===== config.mk =====
export PLATFORM = sky130hd
export DESIGN_NAME = ex_pipe
export DESIGN_NICKNAME = d
export VERILOG_FILES = /design/src/source/ex_pkg.sv /design/src/source/ex_alu.sv /design/src/source/ex_bru.sv /design/src/source/ex_out_buf.sv /design/src/source/ex_pipe.sv
export VERILOG_INCLUDE_DIRS = /design/src /design/src/source
export SDC_FILE = /design/constraint.sdc
export NUM_CORES = 1
export LEC_CHECK = 0
export ABC_AREA = 0
export BUFFER_PORTS_ARGS = -buffer_cell sky130_fd_sc_hd__clkbuf_2
export CORE_MARGIN = 3
export CORE_UTILIZATION = 43
export CTS_BUF_LIST = sky130_fd_sc_hd__clkbuf_8
export DETAILED_ROUTE_END_ITERATION = 8
export PLACE_DENSITY = 0.63
export SLEW_MARGIN = 20
export SYNTH_ARGS = -nofsm -noshare
export SYNTH_HDL_FRONTEND = slang
export SYNTH_SLANG_ARGS = --single-unit

===== constraint.sdc =====
create_clock -name clk -period 9.1 [get_ports clk]
set_input_delay 1.82 -clock clk [delete_from_list [all_inputs] [get_ports clk]]
set_output_delay 1.82 -clock clk [all_outputs]
set_load 0.05 [all_outputs]

===== src/source/ex_macros.svh =====
// ########################################
// Width macros for the execute pipe
// Data, PC, register, ROB id, fault code
// ########################################

`ifndef EX_MACROS_SVH
`define EX_MACROS_SVH

// Data path width
`define EX_DW 32

// Word PC, byte address is PC followed by 2'b00
`define EX_PC_W 30

// Physical register file address
`define EX_PRF_AW 6

// Reorder buffer id
`define EX_ROB_AW 5

// Fetch fault code, zero when fetch was clean
`define EX_FE_W 4

`endif


===== src/source/ex_pkg.sv =====
// ########################################
// Execute pipe types
// Unit and opcode enums, opcode union,
// request and writeback records
// ########################################

`include "ex_macros.svh"

package ex_pkg;

   // Functional unit select
   typedef enum logic [1:0] {
      UNIT_ALU = 2'd0,
      UNIT_BRU = 2'd1,
      UNIT_LSU = 2'd2,
      UNIT_EPU = 2'd3
   } ex_unit_e;

   // Integer ALU ops
   typedef enum logic [3:0] {
      ALU_ADD  = 4'd0,
      ALU_SUB  = 4'd1,
      ALU_AND  = 4'd2,
      ALU_OR   = 4'd3,
      ALU_XOR  = 4'd4,
      ALU_SLL  = 4'd5,
      ALU_SRL  = 4'd6,
      ALU_SRA  = 4'd7,
      ALU_SLT  = 4'd8,
      ALU_SLTU = 4'd9,
      ALU_MOVI = 4'd10
   } ex_alu_op_e;

   // Branch ops, jal is pc-relative and jalr goes through a register
   typedef enum logic [3:0] {
      BRU_BEQ  = 4'd0,
      BRU_BNE  = 4'd1,
      BRU_BLT  = 4'd2,
      BRU_BGE  = 4'd3,
      BRU_BLTU = 4'd4,
      BRU_BGEU = 4'd5,
      BRU_JAL  = 4'd6,
      BRU_JALR = 4'd7
   } ex_bru_op_e;

   // One opcode word, read by the unit that the op goes to
   typedef union packed {
      ex_alu_op_e alu;
      ex_bru_op_e bru;
   } ex_op_u;

   typedef struct packed {
      ex_unit_e                unit;
      ex_op_u                  op;
      logic [`EX_FE_W-1:0]     fe;
      logic                    pred_taken;
      logic [`EX_PC_W-1:0]     pred_tgt;
      logic [`EX_PC_W-1:0]     pc;
      logic [`EX_DW-1:0]       imm;
      logic [`EX_DW-1:0]       operand1;
      logic [`EX_DW-1:0]       operand2;
      logic [`EX_PRF_AW-1:0]   prd;
      logic                    prd_we;
      logic [`EX_ROB_AW-1:0]   rob_id;
   } ex_req_t;

   typedef struct packed {
      logic [`EX_ROB_AW-1:0]   rob_id;
      logic                    prf_we;
      logic [`EX_PRF_AW-1:0]   prf_waddr;
      logic [`EX_DW-1:0]       prf_wdata;
      logic                    fls;
      logic                    exc;
      logic [`EX_DW-1:0]       opera;
      logic [`EX_DW-1:0]       operb;
   } ex_wb_t;

endpackage


===== src/source/ex_alu.sv =====
// ########################################
// Integer ALU of the execute pipe
// Arithmetic, logic, shift and compare
// ########################################

`timescale 1ns/1ps

`include "ex_macros.svh"

module ex_alu
   import ex_pkg::*;
(
   input  ex_alu_op_e          op,
   input  logic [`EX_DW-1:0]   operand1,
   input  logic [`EX_DW-1:0]   operand2,
   input  logic [`EX_DW-1:0]   imm,
   input  logic [`EX_DW-1:0]   add_sum,
   input  logic                carry,
   input  logic                overflow,
   output logic [`EX_DW-1:0]   alu_result
);

   localparam int SHW = $clog2(`EX_DW);

   logic [SHW-1:0]      shamt;
   logic [`EX_DW-1:0]   sll_res;
   logic [`EX_DW-1:0]   srl_res;
   logic [`EX_DW-1:0]   sra_res;
   logic                slt_res;
   logic                sltu_res;

   // Shift amount from the low bits of operand2
   assign shamt = operand2[SHW-1:0];

   assign sll_res = operand1 << shamt;
   assign srl_res = operand1 >> shamt;
   assign sra_res = $unsigned($signed(operand1) >>> shamt);

   // Compares reuse the subtract in the shared adder
   // Signed less-than is sign of the difference corrected by overflow
   assign slt_res = add_sum[`EX_DW-1] ^ overflow;

   // No carry out of a - b means a borrow, so a < b unsigned
   assign sltu_res = ~carry;

   always_comb begin
      case (op)
         ALU_ADD,
         ALU_SUB: begin
            alu_result = add_sum;
         end
         ALU_AND:  alu_result = operand1 & operand2;
         ALU_OR:   alu_result = operand1 | operand2;
         ALU_XOR:  alu_result = operand1 ^ operand2;
         ALU_SLL:  alu_result = sll_res;
         ALU_SRL:  alu_result = srl_res;
         ALU_SRA:  alu_result = sra_res;
         ALU_SLT: begin
            alu_result = {{(`EX_DW-1){1'b0}}, slt_res};
         end
         ALU_SLTU: begin
            alu_result = {{(`EX_DW-1){1'b0}}, sltu_res};
         end
         // Immediate move
         ALU_MOVI: alu_result = imm;
         default: begin
            alu_result = '0;
         end
      endcase
   end

endmodule


===== src/source/ex_bru.sv =====
// ########################################
// Branch unit of the execute pipe
// Condition, target and link value
// ########################################

`timescale 1ns/1ps

`include "ex_macros.svh"

module ex_bru
   import ex_pkg::*;
(
   input  ex_bru_op_e            op,
   input  logic [`EX_PC_W-1:0]   pc,
   input  logic [`EX_PC_W-1:0]   npc,
   input  logic [`EX_DW-1:0]     imm,
   input  logic [`EX_DW-1:0]     operand1,
   input  logic [`EX_DW-1:0]     add_sum,
   input  logic                  carry,
   input  logic                  overflow,
   output logic                  taken,
   output logic [`EX_PC_W-1:0]   tgt,
   output logic [`EX_DW-1:0]     link
);

   logic                  cmp_eq;
   logic                  cmp_lt;
   logic                  cmp_ltu;
   logic [`EX_PC_W-1:0]   rel_tgt;
   logic [`EX_PC_W-1:0]   reg_tgt;

   // Flags of operand1 - operand2 from the shared adder
   assign cmp_eq  = (add_sum == '0);
   assign cmp_lt  = add_sum[`EX_DW-1] ^ overflow;
   assign cmp_ltu = ~carry;

   always_comb begin
      case (op)
         BRU_BEQ:  taken = cmp_eq;
         BRU_BNE:  taken = ~cmp_eq;
         BRU_BLT:  taken = cmp_lt;
         BRU_BGE:  taken = ~cmp_lt;
         BRU_BLTU: taken = cmp_ltu;
         BRU_BGEU: taken = ~cmp_ltu;
         // Jumps always go
         BRU_JAL,
         BRU_JALR: begin
            taken = 1'b1;
         end
         default: begin
            taken = 1'b0;
         end
      endcase
   end

   // Word offset in imm, added to the word PC
   assign rel_tgt = pc + imm[`EX_PC_W-1:0];

   // Register jump drops the byte offset bits
   assign reg_tgt = operand1[`EX_DW-1:`EX_DW-`EX_PC_W];

   always_comb begin
      if (op == BRU_JALR) begin
         tgt = reg_tgt;
      end else begin
         tgt = rel_tgt;
      end
   end

   // Return address as a byte address
   assign link = {npc, 2'b00};

endmodule


===== src/source/ex_out_buf.sv =====
// ########################################
// One-entry valid/ready output stage
// with flush toward writeback
// ########################################

`timescale 1ns/1ps

module ex_out_buf
   import ex_pkg::*;
(
   input  logic     clk,
   input  logic     arst_n,
   input  logic     flush,
   input  logic     in_valid,
   input  logic     out_ready,
   input  ex_wb_t   in_data,
   output logic     in_ready,
   output logic     out_valid,
   output logic     load,
   output ex_wb_t   out_data
);

   ex_wb_t   data_q;
   logic     valid_q;
   logic     we_q;
   logic     fls_q;
   logic     exc_q;

   // Room when empty or when the held record leaves this cycle
   assign in_ready = ~valid_q | out_ready;
   assign load     = in_valid & in_ready;

   always_ff @(posedge clk or negedge arst_n) begin
      if (!arst_n) begin
         valid_q <= 1'b0;
         we_q    <= 1'b0;
         fls_q   <= 1'b0;
         exc_q   <= 1'b0;
      end else if (flush) begin
         // Flush drops the entry even if a load comes in
         valid_q <= 1'b0;
         we_q    <= 1'b0;
         fls_q   <= 1'b0;
         exc_q   <= 1'b0;
      end else if (load) begin
         valid_q <= 1'b1;
         we_q    <= in_data.prf_we;
         fls_q   <= in_data.fls;
         exc_q   <= in_data.exc;
      end else if (out_ready) begin
         valid_q <= 1'b0;
      end
   end

   always_ff @(posedge clk) begin
      if (load) begin
         data_q <= in_data;
      end
   end

   // Payload from the data register, control bits from the cleared flops
   always_comb begin
      out_data        = data_q;
      out_data.prf_we = we_q;
      out_data.fls    = fls_q;
      out_data.exc    = exc_q;
   end

   assign out_valid = valid_q;

endmodule


===== src/source/ex_pipe.sv =====
// ########################################
// Execute pipe top level
// Shared adder, address path, prediction
// check, result mux and output stage
// ########################################

`timescale 1ns/1ps

`include "ex_macros.svh"

module ex_pipe
   import ex_pkg::*;
(
   input  logic      clk,
   input  logic      arst_n,
   input  logic      flush,
   input  logic      ex_valid,
   input  ex_req_t   ex_req,
   output logic      ex_ready,
   input  logic      wb_ready,
   output logic      wb_valid,
   output ex_wb_t    wb
);

   logic                  is_bru;
   logic                  is_rf_unit;
   logic                  agu_en;
   logic                  add_s;
   logic [`EX_DW-1:0]     add_b;
   logic [`EX_DW-1:0]     add_bx;
   logic [`EX_DW:0]       add_full;
   logic [`EX_DW-1:0]     add_sum;
   logic                  carry;
   logic                  overflow;
   logic [`EX_PC_W-1:0]   npc;
   logic [`EX_DW-1:0]     alu_result;
   logic                  taken;
   logic [`EX_PC_W-1:0]   tgt;
   logic [`EX_DW-1:0]     link;
   logic                  mispred;
   logic [`EX_DW-1:0]     redirect;
   logic                  buf_load;
   ex_wb_t                wb_next;

   assign is_bru     = (ex_req.unit == UNIT_BRU);
   assign is_rf_unit = (ex_req.unit == UNIT_ALU) | is_bru;

   // Load/store and exception ops only form an address here
   assign agu_en = (ex_req.unit == UNIT_LSU) | (ex_req.unit == UNIT_EPU);

   // Subtract for compares and conditional branches
   always_comb begin
      case (ex_req.unit)
         UNIT_ALU: add_s = ex_req.op.alu inside {ALU_SUB, ALU_SLT, ALU_SLTU};
         UNIT_BRU: add_s = !(ex_req.op.bru inside {BRU_JAL, BRU_JALR});
         default:  add_s = 1'b0;
      endcase
   end

   // Shared adder, a - b done as a + ~b + 1
   assign add_b    = agu_en ? ex_req.imm : ex_req.operand2;
   assign add_bx   = add_b ^ {`EX_DW{add_s}};
   assign add_full = {1'b0, ex_req.operand1} + {1'b0, add_bx} + {{`EX_DW{1'b0}}, add_s};
   assign add_sum  = add_full[`EX_DW-1:0];
   assign carry    = add_full[`EX_DW];
   assign overflow = (ex_req.operand1[`EX_DW-1] == add_bx[`EX_DW-1]) &
                     (add_sum[`EX_DW-1] != ex_req.operand1[`EX_DW-1]);

   assign npc = ex_req.pc + `EX_PC_W'(1);

   ex_alu i_alu (
      .op          (ex_req.op.alu),
      .operand1    (ex_req.operand1),
      .operand2    (ex_req.operand2),
      .imm         (ex_req.imm),
      .add_sum     (add_sum),
      .carry       (carry),
      .overflow    (overflow),
      .alu_result  (alu_result)
   );

   ex_bru i_bru (
      .op          (ex_req.op.bru),
      .pc          (ex_req.pc),
      .npc         (npc),
      .imm         (ex_req.imm),
      .operand1    (ex_req.operand1),
      .add_sum     (add_sum),
      .carry       (carry),
      .overflow    (overflow),
      .taken       (taken),
      .tgt         (tgt),
      .link        (link)
   );

   // Wrong direction, or right direction to the wrong place
   assign mispred = (taken != ex_req.pred_taken) |
                    (taken & (tgt != ex_req.pred_tgt));

   // Byte address where fetch must restart
   assign redirect = taken ? {tgt, 2'b00} : {npc, 2'b00};

   always_comb begin
      wb_next.rob_id    = ex_req.rob_id;
      wb_next.prf_waddr = ex_req.prd;
      wb_next.prf_wdata = is_bru ? link : alu_result;
      // Control bits only qualified on an accepted op
      wb_next.prf_we    = buf_load & ex_req.prd_we & is_rf_unit;
      wb_next.fls       = buf_load & is_bru & mispred;
      wb_next.exc       = buf_load & (|ex_req.fe);
      if (wb_next.fls) begin
         wb_next.opera = redirect;
      end else if (wb_next.exc) begin
         wb_next.opera = {{(`EX_DW-`EX_FE_W){1'b0}}, ex_req.fe};
      end else begin
         wb_next.opera = add_sum;
      end
      wb_next.operb     = ex_req.operand2;
   end

   ex_out_buf i_out_buf (
      .clk        (clk),
      .arst_n     (arst_n),
      .flush      (flush),
      .in_valid   (ex_valid),
      .out_ready  (wb_ready),
      .in_data    (wb_next),
      .in_ready   (ex_ready),
      .out_valid  (wb_valid),
      .load       (buf_load),
      .out_data   (wb)
   );

endmodule


[After elaboration in Yosys (flattened, before gate mapping)]
Index checks and enable logic that the tools add are counted.
Word-level totals
  flip-flop bits (word level): 111
  input port bits: 184
  output and inout bits: 112
  word-level logic and storage cells: 84
Operators by class
  $add $sub $neg: 4
  equal/unequal tests: 17
  shift-type cells: 3
  muxes and demuxes: 18
  bitwise logic cells: 21
  reduce and logical (&&, ||, !) cells: 11
Operators with widths (count)
  $pmux 32 s10: 1
  $mux 32: 5
  $xor 32x32->32: 2
  $add 32x32->33: 1
  $add 33x1->33: 1
  $and 32x32->32: 1
  $logic_not 32->1: 1
  $or 32x32->32: 1
  $shl 32x5->32: 1
  $shr 32x5->32: 1
  $sshr 32x5->32: 1
  $add 30x1->30 const B: 1
  $add 30x30->30: 1
  $mux 30: 1
  $ne 30x30->1: 1
  $eq 4x3->1 const B: 4
  $eq 4x4->1 const B: 3
  $mux 1: 9
  $and 1x1->1: 8
  $eq 4x2->1 const B: 2
  $pmux 1 s7: 1
  $reduce_bool 3->1: 2
  $eq 2x2->1 const B: 2
  $eq 4x1->1 const B: 1
  13 further kinds: 22

[Longest topological paths before layout]
  depth in word-level cells: 17
  depth in mapped cells: 24

[By module]
Synthesis repeated with hierarchy kept, for this count alone.
Unflattened totals
  cells, all modules: 1938
  area, all modules: 16615.9 µm²
By module, submodules not included
  ex_alu: times used 1, cells each 845, area each 6329.8 µm², sequential area each 0.0 µm²
  ex_pipe: times used 1, cells each 612, area each 4500.6 µm², sequential area each 0.0 µm²
  ex_out_buf: times used 1, cells each 129, area each 3440.8 µm², sequential area each 3313.2 µm²
  ex_bru: times used 1, cells each 352, area each 2344.7 µm², sequential area each 0.0 µm²

[Least setup slack after synthesis]
Ideal clock, no wire load.
  path kind: input-to-reg
  from: input ex_req[174] in the netlist's numbering
  to: register i_out_buf.data_q (netlist bit i_out_buf.out_data[60]) (data pin)
  arrival: 7.064 ns
  data required time: 8.839 ns
  setup slack: 1.775 ns
  stages on the path: 23
  path buffers: 6
  path through: buf_2 -> a2bb2oi_1 -> nor2_1 -> or3b_2 -> clkbuf_1 -> clkbuf_1 -> xor2_1 -> ha_1 -> buf_2 -> a211o_1 -> a21o_1 -> or3_1 -> o211a_1 -> or3_1 -> a2111o_1 -> nor4_2 -> and4_1 -> a221oi_4 -> nor3_4 -> and3b_1 -> buf_6 -> buf_6 -> a221o_1
RTL lines
  start, declared: line ex_pipe.sv:18  | input ex_req_t ex_req,
  end signal, assigned: line ex_out_buf.sv:57  | data_q <= in_data;
  end, declared: line ex_out_buf.sv:23  | ex_wb_t data_q;

==> run summary <==
EDFF count, synth - 107
Post-Route Skew - 24.5 ps
Min-Delay Path Class - register to register
Clock network latency to the later pin of the worst-skew pair - 460 ps
IO buf count - 295
Antenna cells - 0
Slew Limit Fails - 0
Max-slew headroom - 22.4%
Antenna violations before repair - 2
Hold-fix buffers at CTS - 0
Critical Path Sink Type - register
Routability cong. - 1.06
Max VDD drop - 0.0774 mV
CTS tree - done
Largest net degree at the start of global routing - 89
Post-CTS setup buffer count - 0
Crit path buf inv count - 2
Clock transition at the registers of the reported paths - 110 ps
Distinct cell type count of the synthesized netlist - 87
Setup_tns - 0 ps
Reg-to-Reg End - i_out_buf.out_data[36]
Nets - 2570
Type of origin of the critical path - input port
GRT Overall Usage - 40.7%
Drt wl/cell - 30.8 um
Chip width - 198 um
RSZ-0062 raised after global routing - false
PnR worst setup slack - 896 ps
CTS buffer count - 9
Syn. warnings - 0
Row cnt - 69
First-pass GRT wire length - 117000 um
Measured slew at the worst slew-check pin - 1160 ps
Main synth FF type - edfxtp_1
Slowest stage delay, CP - 750 ps
DRT Pass-1 Iters - 6
Slowest CP cell - or3b_2
Core ar. - 36000 sq um
FFs w/ async S/R, synth - 3.60%
Status - complete, no violations
Area delta synth->final - 12.4%
DR vias/cell - 6.89
Crit path cell chain - clkbuf_2 -> a2bb2oi_1 -> nor2_1 -> or3b_2 -> xor2_1 -> inv_1 -> fa_1 -> nand2b_1 -> a21oi_1 -> o21ai_0 -> a2111oi_0 -> nor4b_1 -> o2111ai_1 -> nor4_1 -> nand2_1 -> a221oi_4 -> nand3_1 -> and3b_2 -> a221o_1
Syn avg cell area - 7.73 sq um
Flop2flop setup slack - 6190 ps
Top cells by area, synth - edfxtp_1 (20%), ha_1 (10%), mux2i_1 (6.3%), a21oi_1 (5.1%), nor2_1 (4.9%)
Starting Density - 44.2%
Height of the die - 198 um
Synthesized area - 15900 sq um
DP Area - 17700 sq um
Endpoints failing hold - 0
Initial drt markers - 2700
Top cell type's share of synthesized area - 20.2%
Max Clk Rate - 0.122 GHz
Crit path max fanout - 28
Pwr Density - 141 nW/um^2
Root buffer cell - clkbuf_8
Synth Register Bits - 111
Finish-stage setup viols - 0
Number of global-route vias before repair - 16916
DIE AREA - 39400 sq um
Mapped Nets - 2374
WP data arrival - 8410 ps
FF-to-FF path depth - 7
Final min period - 8200 ps
P_leak - 7.70 nW
Register area share after synthesis - 20.8%
Grt total ovfl - 0
Total clock sinks - 111
Cell family with most CP delay - simple AND/OR/NAND/NOR gates
Final instance area - 17900 sq um
Leading cell type in the layout, fill and taps excluded - clkbuf_2
DRC viols - 0
Final ANT Viol Nets - 0
Maxcap violations - 0
Num ports - 296
Critical Path RT - 9300 ps
Pre-CTS WS - 348 ps
DR vias - 18753
Tcrit/Tclk final - 90.2%
CP Class - input port to register
Worst hold endpoint - i_out_buf.we_q
CTS max path bufs - 2
Commonest cells after routing, fill and taps aside - clkbuf_2 (295), nor2_1 (206), nand2_1 (177)
Post-cts resize count - 0
Hold wc startpoint - i_out_buf.we_q
Final Power - 2.52 mW
Origin of the critical flop-to-flop path - i_out_buf.out_valid
Cells after Synth - 2060
Total wire length - 83900 um
Hpwl dp - 67200 um
Min-Delay Path Depth - 2
Yosys top cell by area - edfxtp_1
H-tree depth - 3
Layout cells sized above 1 - 16.8%
==> cell usage after synthesis, drive strengths merged, types with 19 or more instances <==
| library cell | n |
|---|---|
| mux2i | 101 |
| xor2 | 73 |
| o22ai | 38 |
| nand3 | 46 |
| edfxtp | 107 |
| nand2 | 177 |
| a221o | 34 |
| inv | 88 |
| nand2b | 21 |
| a22oi | 22 |
| buf | 29 |
| a21oi | 163 |
| ha | 128 |
| nor2 | 208 |
| nand4 | 19 |
| and3 | 24 |
| o21ai | 162 |
| nor3 | 43 |
| a221oi | 37 |
| o211ai | 37 |
| a21o | 35 |
| clkbuf | 112 |
| o21a | 19 |
| or3 | 26 |
| a211oi | 35 |
| xnor2 | 36 |
==> kinds of logic after synthesis <==
kind of cell	after synthesis	synth area share, %
compound gates	724	30.9
simple gates	646	19.2
buf+inv	231	5.70
fa+ha+maj	130	10.3
flops	111	20.8
xor+xnor	109	6.00
mux	109	7.06
==> flip-flops by register name, summed over array words and instances (netlist names) <==
register	cells
i_out_buf.out_valid	1
i_out_buf.out_data	107
i_out_buf.fls_q	1
i_out_buf.we_q	1
i_out_buf.exc_q	1
==> per-stage QoR <==
stage	instances	hold slack, ps	utilization (%)
after detailed placement	2706	512	49.1
after global routing	2722	552	49.7
final	2722	522	49.7
after floorplan	2060	491	-
after CTS	2722	526	49.7
after global placement	2706	510	49.1
==> metal layers <==
metal | share of wire [%] | vias up | track usage [%]
met5 | 0.038 | - | 0
met4 | 6.4 | 4 | 21.6
met2 | 41 | 1379 | 57.8
met1 | 40 | 8920 | 56.7
li1 | - | 8200 | -
met3 | 13 | 250 | 10.0
==> how the worst max path moves through the flow <==
stage | from | end | slack (ps) | cells after the start
global placement | ex_req[174] | i_out_buf.out_data[61] | 440 | 19
floorplan | ex_req[174] | i_out_buf.out_data[60] | 1780 | 23
finish | ex_req[174] | i_out_buf.out_data[36] | 900 | 19
detailed placement | ex_req[174] | i_out_buf.out_data[49] | 350 | 18
global route | ex_req[174] | i_out_buf.out_data[62] | 670 | 19
CTS | ex_req[174] | i_out_buf.out_data[36] | 830 | 19
==> worst min-delay path: stages (launching register included) <==
cell and delay [ps]:
dfrtp_1 390, nand2_1 60, a21oi_1 50
==> cell type report <==
cell class / count / area [sq um]
tap: 461 / 577
inverter: 90 / 340
sequential: 111 / 3310
timing repair buffer: 326 / 1710
clock buffer: 9 / 124
fill: 3591 / 18100
clock inverter: 7 / 83.8
multi-input combinational: 1718 / 11700
==> report_power, final <==
group	switching (mW)	total, mW	leakage, nW	internal, mW
clock network	0.229	0.360	0.0986	0.131
registers	0.0230	0.653	1.11	0.630
logic	1.06	1.51	6.49	0.446
Note: power is estimated with default switching activity, not from simulation.
